$ cat src/source/cnn_pkg.sv
//====================================================================
// shared sizes, widths and memory port types of the convolution engine
// every rtl module pulls what it needs through a wildcard import
//====================================================================
package cnn_pkg;

  //====================================================================
  // geometry
  //====================================================================
  localparam int IMG_ROWS  = 8;                       // picture rows
  localparam int IMG_COLS  = 8;                       // picture cols, row pitch in bytes
  localparam int KER_ROWS  = 4;
  localparam int KER_COLS  = 4;                       // also the dot product depth
  localparam int WIN_ROWS  = IMG_ROWS - KER_ROWS + 1; // stride 1
  localparam int WIN_COLS  = IMG_COLS - KER_COLS + 1;
  localparam int NUM_OUT   = WIN_ROWS * WIN_COLS;     // output bytes per run
  localparam int WR_BYTES  = 4;                       // output bytes per write word

  // bus widths
  localparam int ADDR_W    = 19;
  localparam int RD_DATA_W = 128;

  //====================================================================
  // scalar types
  //====================================================================
  typedef logic        [ADDR_W-1:0]            addr_t;     // byte address
  typedef logic        [7:0]                   pix_t;      // picture byte
  typedef logic signed [7:0]                   wgt_t;      // kernel weight
  typedef logic signed [31:0]                  acc_t;      // sums and bias
  typedef logic        [$clog2(KER_ROWS)-1:0]  row_idx_t;  // row inside the kernel
  typedef logic        [2:0]                   win_idx_t;  // window x or y

  //====================================================================
  // memory ports
  //====================================================================
  typedef struct packed {
    logic  req;          // held until valid
    addr_t start_addr;
    addr_t size_bytes;
  } mem_rd_req_t;

  typedef struct packed {
    logic                 valid;  // single cycle
    logic [RD_DATA_W-1:0] data;   // byte 0 in the low bits
  } mem_rd_rsp_t;

  typedef struct packed {
    logic                  req;   // held until ack
    addr_t                 start_addr;
    addr_t                 size_bytes;
    logic [8*WR_BYTES-1:0] data;
  } mem_wr_req_t;

  // run sequencing
  typedef enum logic [2:0] {
    IDLE  = 3'd0,
    LOAD  = 3'd1,   // weight and bias fetch
    READ  = 3'd2,   // one picture row
    CALC  = 3'd3,   // accumulate the row
    ACT   = 3'd4,   // activation, byte push
    WRITE = 3'd5    // one output word
  } cnn_state_t;

endpackage

$ cat src/source/dot_product.sv
//====================================================================
// four lane dot product of unsigned pixels and signed weights
// result appears one clock after the operands
//====================================================================
module dot_product import cnn_pkg::*; (
  input  logic                clk,
  input  logic                rst_n,
  input  pix_t [KER_COLS-1:0] pix_row,
  input  wgt_t [KER_COLS-1:0] wgt_row,
  output acc_t                dp_res
);

  acc_t sum;

  always_comb
  begin
    logic signed [16:0] prod;   // 9 bit signed pixel times 8 bit weight
    sum = '0;
    for (int i = 0; i < KER_COLS; i++)
    begin
      prod = $signed({1'b0, pix_row[i]}) * $signed(wgt_row[i]);  // zero extend pixel
      sum  = sum + prod;
    end
  end

  always_ff @(posedge clk or negedge rst_n)
  begin
    if (!rst_n)
      dp_res <= '0;
    else
      dp_res <= sum;
  end

endmodule

$ cat src/source/window_counter.sv
//====================================================================
// kernel row and window position tracking
// steps the kernel row after each CALC, moves the window in ACT and
// forms the byte address of the next picture row read
//====================================================================
module window_counter import cnn_pkg::*; (
  input  logic       clk,
  input  logic       rst_n,
  input  cnn_state_t state,
  input  addr_t      sw_cnn_addr_x,
  output addr_t      pic_addr,
  output row_idx_t   kernel_row,
  output logic       last_row,
  output logic       last_window
);

  win_idx_t win_col;    // window x
  win_idx_t win_row;    // window y
  addr_t    pic_row;    // picture row under the current kernel row
  logic     last_col;

  assign last_row    = (kernel_row == row_idx_t'(KER_ROWS - 1));
  assign last_col    = (win_col == win_idx_t'(WIN_COLS - 1));
  assign last_window = last_col && (win_row == win_idx_t'(WIN_ROWS - 1));

  // row major picture, one row is IMG_COLS bytes
  assign pic_row  = addr_t'(win_row) + addr_t'(kernel_row);
  assign pic_addr = sw_cnn_addr_x + addr_t'(pic_row * IMG_COLS) + addr_t'(win_col);

  always_ff @(posedge clk or negedge rst_n)
  begin
    if (!rst_n)
    begin
      kernel_row <= '0;
      win_col    <= '0;
      win_row    <= '0;
    end
    else if (state == IDLE)
    begin
      kernel_row <= '0;
      win_col    <= '0;
      win_row    <= '0;
    end
    else
    begin
      if (state == CALC)
        kernel_row <= last_row ? '0 : kernel_row + 1'b1;
      if (state == ACT)
      begin
        if (last_col)
        begin
          win_col <= '0;               // next window line
          win_row <= win_row + 1'b1;   // runs past the end only on the last window
        end
        else
          win_col <= win_col + 1'b1;
      end
    end
  end

endmodule

$ cat src/source/conv_accum.sv
//====================================================================
// weight and bias storage, row accumulation and activation
// the accumulator collects four row products per window, bias is
// added and the sum clamped to one unsigned output byte
//====================================================================
module conv_accum import cnn_pkg::*; (
  input  logic        clk,
  input  logic        rst_n,
  input  cnn_state_t  state,
  input  mem_rd_rsp_t wgt_rsp,
  input  mem_rd_rsp_t bias_rsp,
  input  mem_rd_rsp_t pic_rsp,
  input  row_idx_t    kernel_row,
  output pix_t        out_byte
);

  logic [8*KER_ROWS*KER_COLS-1:0] wgt_blk;   // byte 4r+c is element (r,c)
  acc_t                           bias_q;
  pix_t [KER_COLS-1:0]            pix_row;
  wgt_t [KER_COLS-1:0]            wgt_row;
  acc_t                           dp_res;
  acc_t                           acc;
  acc_t                           sum;

  // operands held for the whole run
  always_ff @(posedge clk)
  begin
    if (wgt_rsp.valid)
      wgt_blk <= wgt_rsp.data[8*KER_ROWS*KER_COLS-1:0];
    if (bias_rsp.valid)
      bias_q <= bias_rsp.data[$bits(acc_t)-1:0];   // little endian word
  end

  // the dot product register samples the row in its valid cycle
  assign pix_row = pic_rsp.data[8*KER_COLS-1:0];
  assign wgt_row = wgt_blk[8*KER_COLS*kernel_row +: 8*KER_COLS];

  dot_product u_dp (
    .clk     (clk),
    .rst_n   (rst_n),
    .pix_row (pix_row),
    .wgt_row (wgt_row),
    .dp_res  (dp_res)
  );

  always_ff @(posedge clk or negedge rst_n)
  begin
    if (!rst_n)
      acc <= '0;
    else if (state == CALC)
      acc <= acc + dp_res;               // dp_res is this row's product
    else if (state == ACT || state == IDLE)
      acc <= '0;                         // fresh window
  end

  // activation, clamp to 0..255
  assign sum = acc + bias_q;

  always_comb
  begin
    if (sum < 0)
      out_byte = '0;
    else if (sum > 32'sd255)
      out_byte = '1;
    else
      out_byte = sum[7:0];
  end

endmodule

$ cat src/source/result_packer.sv
//====================================================================
// output byte packer
// fills write words from lane 0 upward, reports the byte count as the
// write size and walks the write address from the result base
//====================================================================
module result_packer import cnn_pkg::*; (
  input  logic                  clk,
  input  logic                  rst_n,
  input  cnn_state_t            state,
  input  addr_t                 sw_cnn_addr_z,
  input  pix_t                  out_byte,
  input  logic                  wr_ack,
  output addr_t                 wr_addr,
  output logic [8*WR_BYTES-1:0] wr_data,
  output addr_t                 wr_size,
  output logic                  word_full
);

  logic [$clog2(WR_BYTES):0] byte_cnt;   // 0 to WR_BYTES
  logic                      acked;

  assign acked     = (state == WRITE) & wr_ack;
  assign word_full = (byte_cnt == WR_BYTES - 1);   // this ACT byte fills lane 3
  assign wr_size   = addr_t'(byte_cnt);

  // count and address
  always_ff @(posedge clk or negedge rst_n)
  begin
    if (!rst_n)
    begin
      byte_cnt <= '0;
      wr_addr  <= '0;
    end
    else if (state == IDLE)
    begin
      byte_cnt <= '0;
      wr_addr  <= sw_cnn_addr_z;   // restart each run
    end
    else if (state == ACT)
      byte_cnt <= byte_cnt + 1'b1;
    else if (acked)
    begin
      byte_cnt <= '0;
      wr_addr  <= wr_addr + wr_size;   // next word is contiguous
    end
  end

  // word data, unused lanes stay zero
  always_ff @(posedge clk)
  begin
    if (state == IDLE || acked)
      wr_data <= '0;
    else if (state == ACT)
      wr_data[8*byte_cnt +: 8] <= out_byte;
  end

endmodule

$ cat src/source/cnn_ctrl_fsm.sv
//====================================================================
// run sequencer of the convolution engine
// owns the state machine, the weight and bias reads, the picture and
// write request levels and the busy and done reporting
//====================================================================
module cnn_ctrl_fsm import cnn_pkg::*; (
  input  logic        clk,
  input  logic        rst_n,
  input  logic        sw_cnn_go,
  input  addr_t       sw_cnn_addr_y,
  input  addr_t       sw_cnn_addr_bias,
  input  logic        pic_rsp_valid,
  input  logic        wgt_rsp_valid,
  input  logic        bias_rsp_valid,
  input  logic        last_row,      // kernel row 3 in progress
  input  logic        last_window,   // bottom right window in progress
  input  logic        word_full,     // byte pushed in ACT completes a word
  input  logic        wr_ack,
  output cnn_state_t  state,
  output mem_rd_req_t wgt_rd,
  output mem_rd_req_t bias_rd,
  output logic        pic_req,
  output logic        wr_req,
  output logic        cnn_busy,
  output logic        cnn_done
);

  cnn_state_t nx_state;
  logic       wgt_got;     // kernel already returned this run
  logic       bias_got;
  logic       last_word;   // pending write closes the run
  logic       wgt_in;
  logic       bias_in;
  logic       run_end;

  assign wgt_in  = wgt_got | wgt_rsp_valid;
  assign bias_in = bias_got | bias_rsp_valid;
  assign run_end = (state == WRITE) & wr_ack & last_word;  // final ack

  //====================================================================
  // next state
  //====================================================================
  always_comb
  begin
    nx_state = state;
    case (state)
      IDLE:
        if (sw_cnn_go)
          nx_state = LOAD;
      LOAD:
        if (wgt_in && bias_in)   // both may land in the same cycle
          nx_state = READ;
      READ:
        if (pic_rsp_valid)
          nx_state = CALC;
      CALC:
        nx_state = last_row ? ACT : READ;
      ACT:
        nx_state = (word_full || last_window) ? WRITE : READ;
      WRITE:
        if (wr_ack)
          nx_state = last_word ? IDLE : READ;
      default:
        nx_state = IDLE;
    endcase
  end

  always_ff @(posedge clk or negedge rst_n)
  begin
    if (!rst_n)
      state <= IDLE;
    else
      state <= nx_state;
  end

  // per run bookkeeping
  always_ff @(posedge clk or negedge rst_n)
  begin
    if (!rst_n)
    begin
      wgt_got   <= 1'b0;
      bias_got  <= 1'b0;
      last_word <= 1'b0;
    end
    else if (state == IDLE)
    begin
      wgt_got   <= 1'b0;
      bias_got  <= 1'b0;
      last_word <= 1'b0;
    end
    else
    begin
      if (wgt_rsp_valid)
        wgt_got <= 1'b1;
      if (bias_rsp_valid)
        bias_got <= 1'b1;
      if (state == ACT && last_window)
        last_word <= 1'b1;   // 25th byte, partial word follows
    end
  end

  // read requests drop combinationally with their valid
  assign wgt_rd  = '{req:        (state == LOAD) & ~wgt_got & ~wgt_rsp_valid,
                     start_addr: sw_cnn_addr_y,
                     size_bytes: addr_t'(KER_ROWS * KER_COLS)};
  assign bias_rd = '{req:        (state == LOAD) & ~bias_got & ~bias_rsp_valid,
                     start_addr: sw_cnn_addr_bias,
                     size_bytes: addr_t'($bits(acc_t) / 8)};
  assign pic_req = (state == READ) & ~pic_rsp_valid;
  assign wr_req  = (state == WRITE);   // falls on the edge after ack

  // status to software
  always_ff @(posedge clk or negedge rst_n)
  begin
    if (!rst_n)
    begin
      cnn_busy <= 1'b0;
      cnn_done <= 1'b0;
    end
    else
    begin
      cnn_done <= run_end;   // one cycle pulse
      if (state == IDLE && sw_cnn_go)
        cnn_busy <= 1'b1;
      else if (run_end)
        cnn_busy <= 1'b0;    // same edge as done
    end
  end

endmodule

$ cat src/source/cnn.sv
//====================================================================
// convolution engine top level
// software gives four base addresses and a go pulse, the engine
// fetches its operands over three read ports and stores bytes over one
// write port, done pulses once the last word is acknowledged
//====================================================================
module cnn import cnn_pkg::*; (
  input  logic        clk,
  input  logic        rst_n,
  input  logic        sw_cnn_go,
  input  addr_t       sw_cnn_addr_x,     // picture base
  input  addr_t       sw_cnn_addr_y,     // kernel base
  input  addr_t       sw_cnn_addr_bias,
  input  addr_t       sw_cnn_addr_z,     // result base
  output mem_rd_req_t pic_rd,
  output mem_rd_req_t wgt_rd,
  output mem_rd_req_t bias_rd,
  input  mem_rd_rsp_t pic_rsp,
  input  mem_rd_rsp_t wgt_rsp,
  input  mem_rd_rsp_t bias_rsp,
  output mem_wr_req_t wr,
  input  logic        wr_ack,
  output logic        cnn_busy,
  output logic        cnn_done
);

  cnn_state_t            state;
  logic                  pic_req;
  logic                  wr_req;
  logic                  last_row;
  logic                  last_window;
  logic                  word_full;
  addr_t                 pic_addr;
  row_idx_t              kernel_row;
  pix_t                  out_byte;
  addr_t                 wr_addr;
  addr_t                 wr_size;
  logic [8*WR_BYTES-1:0] wr_data;

  // request assembly, picture rows are always KER_COLS bytes
  assign pic_rd = '{req: pic_req, start_addr: pic_addr, size_bytes: addr_t'(KER_COLS)};
  assign wr     = '{req: wr_req, start_addr: wr_addr, size_bytes: wr_size, data: wr_data};

  cnn_ctrl_fsm u_ctrl (
    .clk              (clk),
    .rst_n            (rst_n),
    .sw_cnn_go        (sw_cnn_go),
    .sw_cnn_addr_y    (sw_cnn_addr_y),
    .sw_cnn_addr_bias (sw_cnn_addr_bias),
    .pic_rsp_valid    (pic_rsp.valid),
    .wgt_rsp_valid    (wgt_rsp.valid),
    .bias_rsp_valid   (bias_rsp.valid),
    .last_row         (last_row),
    .last_window      (last_window),
    .word_full        (word_full),
    .wr_ack           (wr_ack),
    .state            (state),
    .wgt_rd           (wgt_rd),
    .bias_rd          (bias_rd),
    .pic_req          (pic_req),
    .wr_req           (wr_req),
    .cnn_busy         (cnn_busy),
    .cnn_done         (cnn_done)
  );

  window_counter u_win (
    .clk           (clk),
    .rst_n         (rst_n),
    .state         (state),
    .sw_cnn_addr_x (sw_cnn_addr_x),
    .pic_addr      (pic_addr),
    .kernel_row    (kernel_row),
    .last_row      (last_row),
    .last_window   (last_window)
  );

  conv_accum u_accum (
    .clk        (clk),
    .rst_n      (rst_n),
    .state      (state),
    .wgt_rsp    (wgt_rsp),
    .bias_rsp   (bias_rsp),
    .pic_rsp    (pic_rsp),
    .kernel_row (kernel_row),
    .out_byte   (out_byte)
  );

  result_packer u_pack (
    .clk           (clk),
    .rst_n         (rst_n),
    .state         (state),
    .sw_cnn_addr_z (sw_cnn_addr_z),
    .out_byte      (out_byte),
    .wr_ack        (wr_ack),
    .wr_addr       (wr_addr),
    .wr_data       (wr_data),
    .wr_size       (wr_size),
    .word_full     (word_full)
  );

endmodule

$ cat config.mk
export PLATFORM = sky130hd
export DESIGN_NAME = cnn
export DESIGN_NICKNAME = d
export VERILOG_FILES = /design/src/source/cnn_pkg.sv /design/src/source/dot_product.sv /design/src/source/window_counter.sv /design/src/source/conv_accum.sv /design/src/source/result_packer.sv /design/src/source/cnn_ctrl_fsm.sv /design/src/source/cnn.sv
export SDC_FILE = /design/constraint.sdc
export NUM_CORES = 1
export LEC_CHECK = 0
export BUFFER_PORTS_ARGS = -buffer_cell sky130_fd_sc_hd__buf_2
export CAP_MARGIN = 25
export CORE_ASPECT_RATIO = 0.7
export CORE_UTILIZATION = 35
export CTS_BUF_LIST = sky130_fd_sc_hd__clkbuf_4
export CTS_CLUSTER_DIAMETER = 30
export DETAILED_ROUTE_END_ITERATION = 7
export PLACE_DENSITY = 0.56
export SLEW_MARGIN = 10
export SYNTH_ARGS = -nofsm -noshare
export SYNTH_HDL_FRONTEND = slang
export SYNTH_SLANG_ARGS = --single-unit
$ cat constraint.sdc
create_clock -name clk -period 9.75 [get_ports clk]
set_input_delay 0.4875 -clock clk [delete_from_list [all_inputs] [get_ports clk]]
set_output_delay 0.4875 -clock clk [all_outputs]
set_load 0.1 [all_outputs]
* Yosys cells after proc, flatten, opt, wreduce, memory -nomap -nowiden
Cells that the tools add are included.
Word-level totals: logic and storage cells 124, output and inout port bits 190, input bits 467, bits in registers 282
Operators by class: multiply operators 4, mux-type cells 36, add/sub/neg operators 14, shift operators 3, magnitude comparators 2, reduce and logical (&&, ||, !) cells 21, eq/ne operators 14, bitwise logic cells 14
Operators by type and width (count):
- $shiftx 128x8->32 | 1
- $mul 9x8->17 | 4
- $mux 32 | 2
- $mux 19 | 3
- $mux 3 | 15
- $add 19x3->19 | 2
- $neg 6->34 | 1
- $shift 8x34->32 const A | 1
- $shiftx 8x34->32 | 1
- $add 32x20->32 | 1
- $add 32x32->32 | 1
- $bwmux 32 | 1
- $gt 32x9->1 const B | 1
- $lt 32x1->1 const B | 1
- $add 19x17->20 | 1
- $add 18x17->19 | 1
- $add 19x19->19 | 1
- $add 17x17->18 | 1
- $pmux 3 s6 | 1
- $reduce_bool 2->1 | 9
- $mux 8 | 2
- $eq 3x3->1 const B | 4
- $add 3x1->3 const B | 3
- $eq 3x2->1 const B | 3
- 17 further kinds | 47

* Depth between registers and ports, before layout
word-level depth 6, depth in mapped cells 29, gate-level depth less buffers 28

* By module
A second synthesis with hierarchy kept.
Second synthesis, totals: cells, all modules 2494, area total of the unflattened synthesis 25647.1 um2
Modules (own cells, without submodules):
- dot_product | instances 1, area an instance 10408.7 um2, cells each 1099, sequential area each 500.5 um2
- conv_accum | instances 1, area an instance 10239.8 um2, cells each 812, sequential area each 5605.4 um2
- result_packer | instances 1, area an instance 2700.1 um2, cells each 302, sequential area each 1191.1 um2
- window_counter | instances 1, area an instance 1089.8 um2, cells each 131, sequential area each 200.2 um2
- cnn_ctrl_fsm | instances 1, area an instance 1043.5 um2, cells each 127, sequential area each 200.2 um2
- cnn | instances 1, area an instance 165.2 um2, cells each 23, sequential area each 0.0 um2

* Least setup slack after synthesis
Ideal clock, no wire load.
path type reg-to-reg, start reg u_win.kernel_row[0], end reg, netlist name u_accum.u_dp.dp_res[19], clock period less this slack 8416 ps, path buffers 2, setup slack 1334 ps, stages on the path, launching flop included 28, library setup time 80 ps, arrival 8337 ps, data required time 9670 ps, cells stage by stage dfrtp_1 -> clkbuf_1 -> buf_1 -> mux4_2 -> and2_1 -> fa_1 -> inv_1 -> fa_1 -> fa_1 -> fa_1 -> fa_1 -> inv_1 -> fa_1 -> inv_1 -> fa_1 -> inv_1 -> fa_1 -> ha_1 -> a21o_1 -> a21oi_1 -> nor2b_1 -> o21a_1 -> o311a_1 -> nor2_1 -> a21oi_1 -> a211o_1 -> a21oi_1 -> xnor2_1
On the way: cells in the longest elaborated chain, start to end 5, elaborated cells between the ends (all ways) 8, classes of those cells 3 x add/sub; 4 x mul; 1 x shift
RTL lines:
- start: declaration | line window_counter.sv:12 | output row_idx_t kernel_row,
- start signal: assignment | line window_counter.sv:47 | kernel_row <= last_row ? '0 : kernel_row + 1'b1;
- $shiftx 128x8->32 (*) | line conv_accum.sv:36 | assign wgt_row = wgt_blk[8*KER_COLS*kernel_row +: 8*KER_COLS];
- $mul 9x8->17 | line dot_product.sv:21 | prod = $signed({1'b0, pix_row[i]}) * $signed(wgt_row[i]);
- $add 17x17->18 | line dot_product.sv:22 | sum = sum + prod;
- $add 18x17->19 | line dot_product.sv:22
- $add 19x17->20 (*) | line dot_product.sv:22
- named net u_accum.u_dp.sum[19] | line dot_product.sv:13 | acc_t sum;
The timed path passes the listed nets; every way through them passes the cells marked *. A chain may end at the register's enable or synchronous reset.

* Worst setup path after layout
start reg u_win.kernel_row[0], end reg, netlist name u_accum.u_dp.dp_res[19]
On the way: cells in the longest elaborated chain, start to end 5, elaborated cells between the ends (all ways) 8, classes of those cells 3 x add/sub; 4 x mul; 1 x shift
RTL lines (line):
- $shiftx 128x8->32 (*) | conv_accum.sv:36
- $mul 9x8->17 | dot_product.sv:21
- $add 17x17->18 | dot_product.sv:22
- $add 18x17->19 | dot_product.sv:22
- $add 19x17->20 (*) | dot_product.sv:22
- named net u_accum.u_dp.sum[19] | dot_product.sv:13
Marks and branches as above.

==> reports/results.ini <==
[yosys]
synth-edff-count = 160
synthCells = 2451
ys_ff_latch = 282
synthesis.area_um2 = 25290
synth.area.top_cells = fa_1, edfxtp_1, ha_1
synth-async-reset-ratio = 0.3191
synth.distinct_cells = 75
netlist.area_leader.share = 0.1908
ys_warn_count = 0
synthFlopType = edfxtp_1
syn_avg_cell_area_um2 = 10.32
synth_top_area_cell = fa_1
ys_seq_area_frac = 0.3044

[clocking]
htreeDepth = 3
cts_buffers = 84
cts_tree = yes
clk_path_buf_depth = 3
insertion_delay_ns = 0.82
cts_setup_buffers = 0
clk_pin_slew_worst_paths_ns = 0.07
root_buffer = clkbuf_4
cts_sinks = 282

[route]
wire_per_inst_um = 17.08
dr.pass1.iters = 5
drt_iter0_drc = 1246
ant_nets = 0
via_count = 19320
viasPerCell = 4.837
wirelength_mm = 68.23
drc = 0

[cells_and_area]
drive_gt1_frac = 0.1737
syn_to_final_growth_pct = 20.11
final_nets = 3908
final_core_util = 0.4248

[critical_path]
path_delay_family = adder cells
required_ns = 10.42
critical_path_class = register to register
startpoint_type = register
crit_fanout = 22
rr_startpoint = u_win.kernel_row[0]
slowest_delay_ns = 0.76
worstPathArrival_ns = 9.20
cpMaxStageDelayCell = dfrtp_2
path_buf_inv = 5
worstSetupEndpointType = register
critPathMostFrequentCell = fa_1
cp-startpoint = u_win.kernel_row[0]

[floorplan]
dieWidth_um = 323.3
rows = 82
die_h_um = 226.9
core-area_um2 = 71510
die-area_um2 = 73350
start_util = 0.3536
io_pins = 657

[timing]
clock_skew_ns = 0.08251
max_freq_ghz = 0.1171
slew_viol_final = 0
tightest_slew_ns = 0.9562
slew_headroom = 0.3602
tns_ns = 0
rsz0062_at_grt = false
fin_hold_ws_ns = 0.1176
finalCritPeriodShare = 0.8756
hold_viol = 0
setup_viol = 0
period_minus_slack_ns = 8.537
setup_ws_ns = 1.213

[place]
gp_congestion = 0.8908
port_buffers = 315
post-place-ws_ns = 1.213
dpl.hpwl_mm = 54.00

[grt]
use_met1 = 0.2766
use_met2 = 0.2778
gr-max-usage-layer = met2
grt_pass1_vias = 19830
grt_pass1_wl_mm = 107.5
met3_usage = 0.03966
grt_start_max_net_pins = 68
track_usage = 0.1880
overflow = 0
grt_antenna_before_repair = 6

[job]
maxCapViolations = 0

[run_status]
status = finished, final reports clean

[hold_path]
hold_class = input port to register
worstHoldStart = wgt_rsp[128]

==> routing by layer <==
metal / vias up / wire length (um) / share of wire
met5: - / 0 / 0
met4: 0 / 1171 / 0.017
met3: 81 / 4234 / 0.062
met2: 544 / 30000 / 0.44
met1: 9574 / 32830 / 0.48
li1: 9118 / - / -
==> cells in the mapped netlist, drive strengths merged (4+ instances only) <==
master,instances
mux2,4
xnor2,63
o21bai,13
inv,386
buf,126
o21ai,86
or2,14
a31oi,12
nor2,96
nand3,64
nor2b,7
a21o,29
dfxtp,32
mux4,28
xor2,29
o31a,4
edfxtp,160
o211ai,7
nand2,193
ha,241
nor3,15
or3,13
nand2b,8
a22oi,32
a21boi,5
a21oi,83
fa,241
nand3b,5
nor3b,12
and3,15
o31ai,14
nor4b,34
nand4,17
o21a,10
clkbuf,36
dfrtp,90
mux2i,8
and2,158
a211oi,17
o221ai,5
==> flip-flops by register name, summed over array words and instances (netlist names), 19 cells and up <==
signal / count
u_accum.wgt_blk: 128
u_accum.acc: 32
u_accum.bias_q: 32
u_pack.wr_data: 32
u_accum.u_dp.dp_res: 20
u_pack.wr_addr: 19
==> stage by stage <==
stage               area [um2]  cells
floorplan                25560   2522
global placement         27420   3656
detailed placement       27420   3656
CTS                      30360   3989
global route             30370   3990
finish                   30380   3994
==> logic make-up after synthesis <==
family,after synthesis,share of synthesized area
and+or+nand+nor,659,0.1358
buffers and inverters,548,0.09935
adders and majority gates,482,0.3100
AOI/OAI and AO/OA,346,0.08841
DFF,282,0.3044
xor gates and xnor gates,92,0.03186
muxes,40,0.02988
other,2,0.0002970
==> layout by cell type (no fill, tap or decap), types with 32 or more instances in the layout <==
master	netlist	final
inv_1	386	386
buf_2	1	313
fa_1	241	241
ha_1	241	241
nand2_1	193	193
dlygate4sd3_1	0	183
edfxtp_1	160	160
and2_1	158	158
clkbuf_4	0	116
nor2_1	96	95
dfrtp_1	90	88
a21oi_1	82	82
o21ai_0	81	81
conb_1	2	73
nand3_1	64	64
xnor2_1	63	62
nor4b_1	34	34
a22oi_1	32	32
dfxtp_1	32	32
==> cell type report <==
type	count	area (um2)
inverters	386	1449
repair buffers	513	3538
clock buffers	116	870.8
well taps	966	1209
flip-flops and latches	282	7700
diodes	5	12.51
multi-input cells	1692	15360
fillers	6940	41140
clock inverters	34	240.2
==> timing repair <==
item / CTS / global route
setup endpoints to repair: 0 / 0
resized for setup: 0 / 0
hold buffers: 183 / 0
endpoints found under the hold margin: 216 / 0
==> worst reg2reg max path: stages, from the launching register on <==
cell	delay, ns
dfrtp_2	0.76
buf_12	0.32
mux4_2	0.68
and2_1	0.25
fa_1	0.48
ha_1	0.29
inv_1	0.05
fa_1	0.48
inv_1	0.06
fa_1	0.46
fa_1	0.50
inv_1	0.06
fa_1	0.53
inv_1	0.06
fa_1	0.50
fa_1	0.56
fa_1	0.47
a21o_1	0.19
a21oi_1	0.23
nor2b_1	0.08
o21a_1	0.21
o311a_1	0.35
nor2_1	0.14
a21oi_1	0.15
a211o_1	0.30
a21oi_1	0.17
xnor2_1	0.13
==> final timing paths <==
check / endpoint / slack [ns] / cells after the start
setup / recovery: u_accum.u_dp.dp_res[19] / 1.21 / 26
hold / removal: u_accum.wgt_blk[127] / 0.12 / 1
setup reg to reg: u_accum.u_dp.dp_res[19] / 1.21 / 26
hold reg to reg: u_pack.wr_data[6] / 0.50 / 2
max in group asynchronous: u_accum.u_dp.dp_res[19] / 8.30 / 3
min in group asynchronous: u_pack.wr_addr[18] / 0.20 / 2
Power is left out: the tool's default activity adds up to more than one toggle a clock period on the data nets, which glitch-free logic cannot reach.
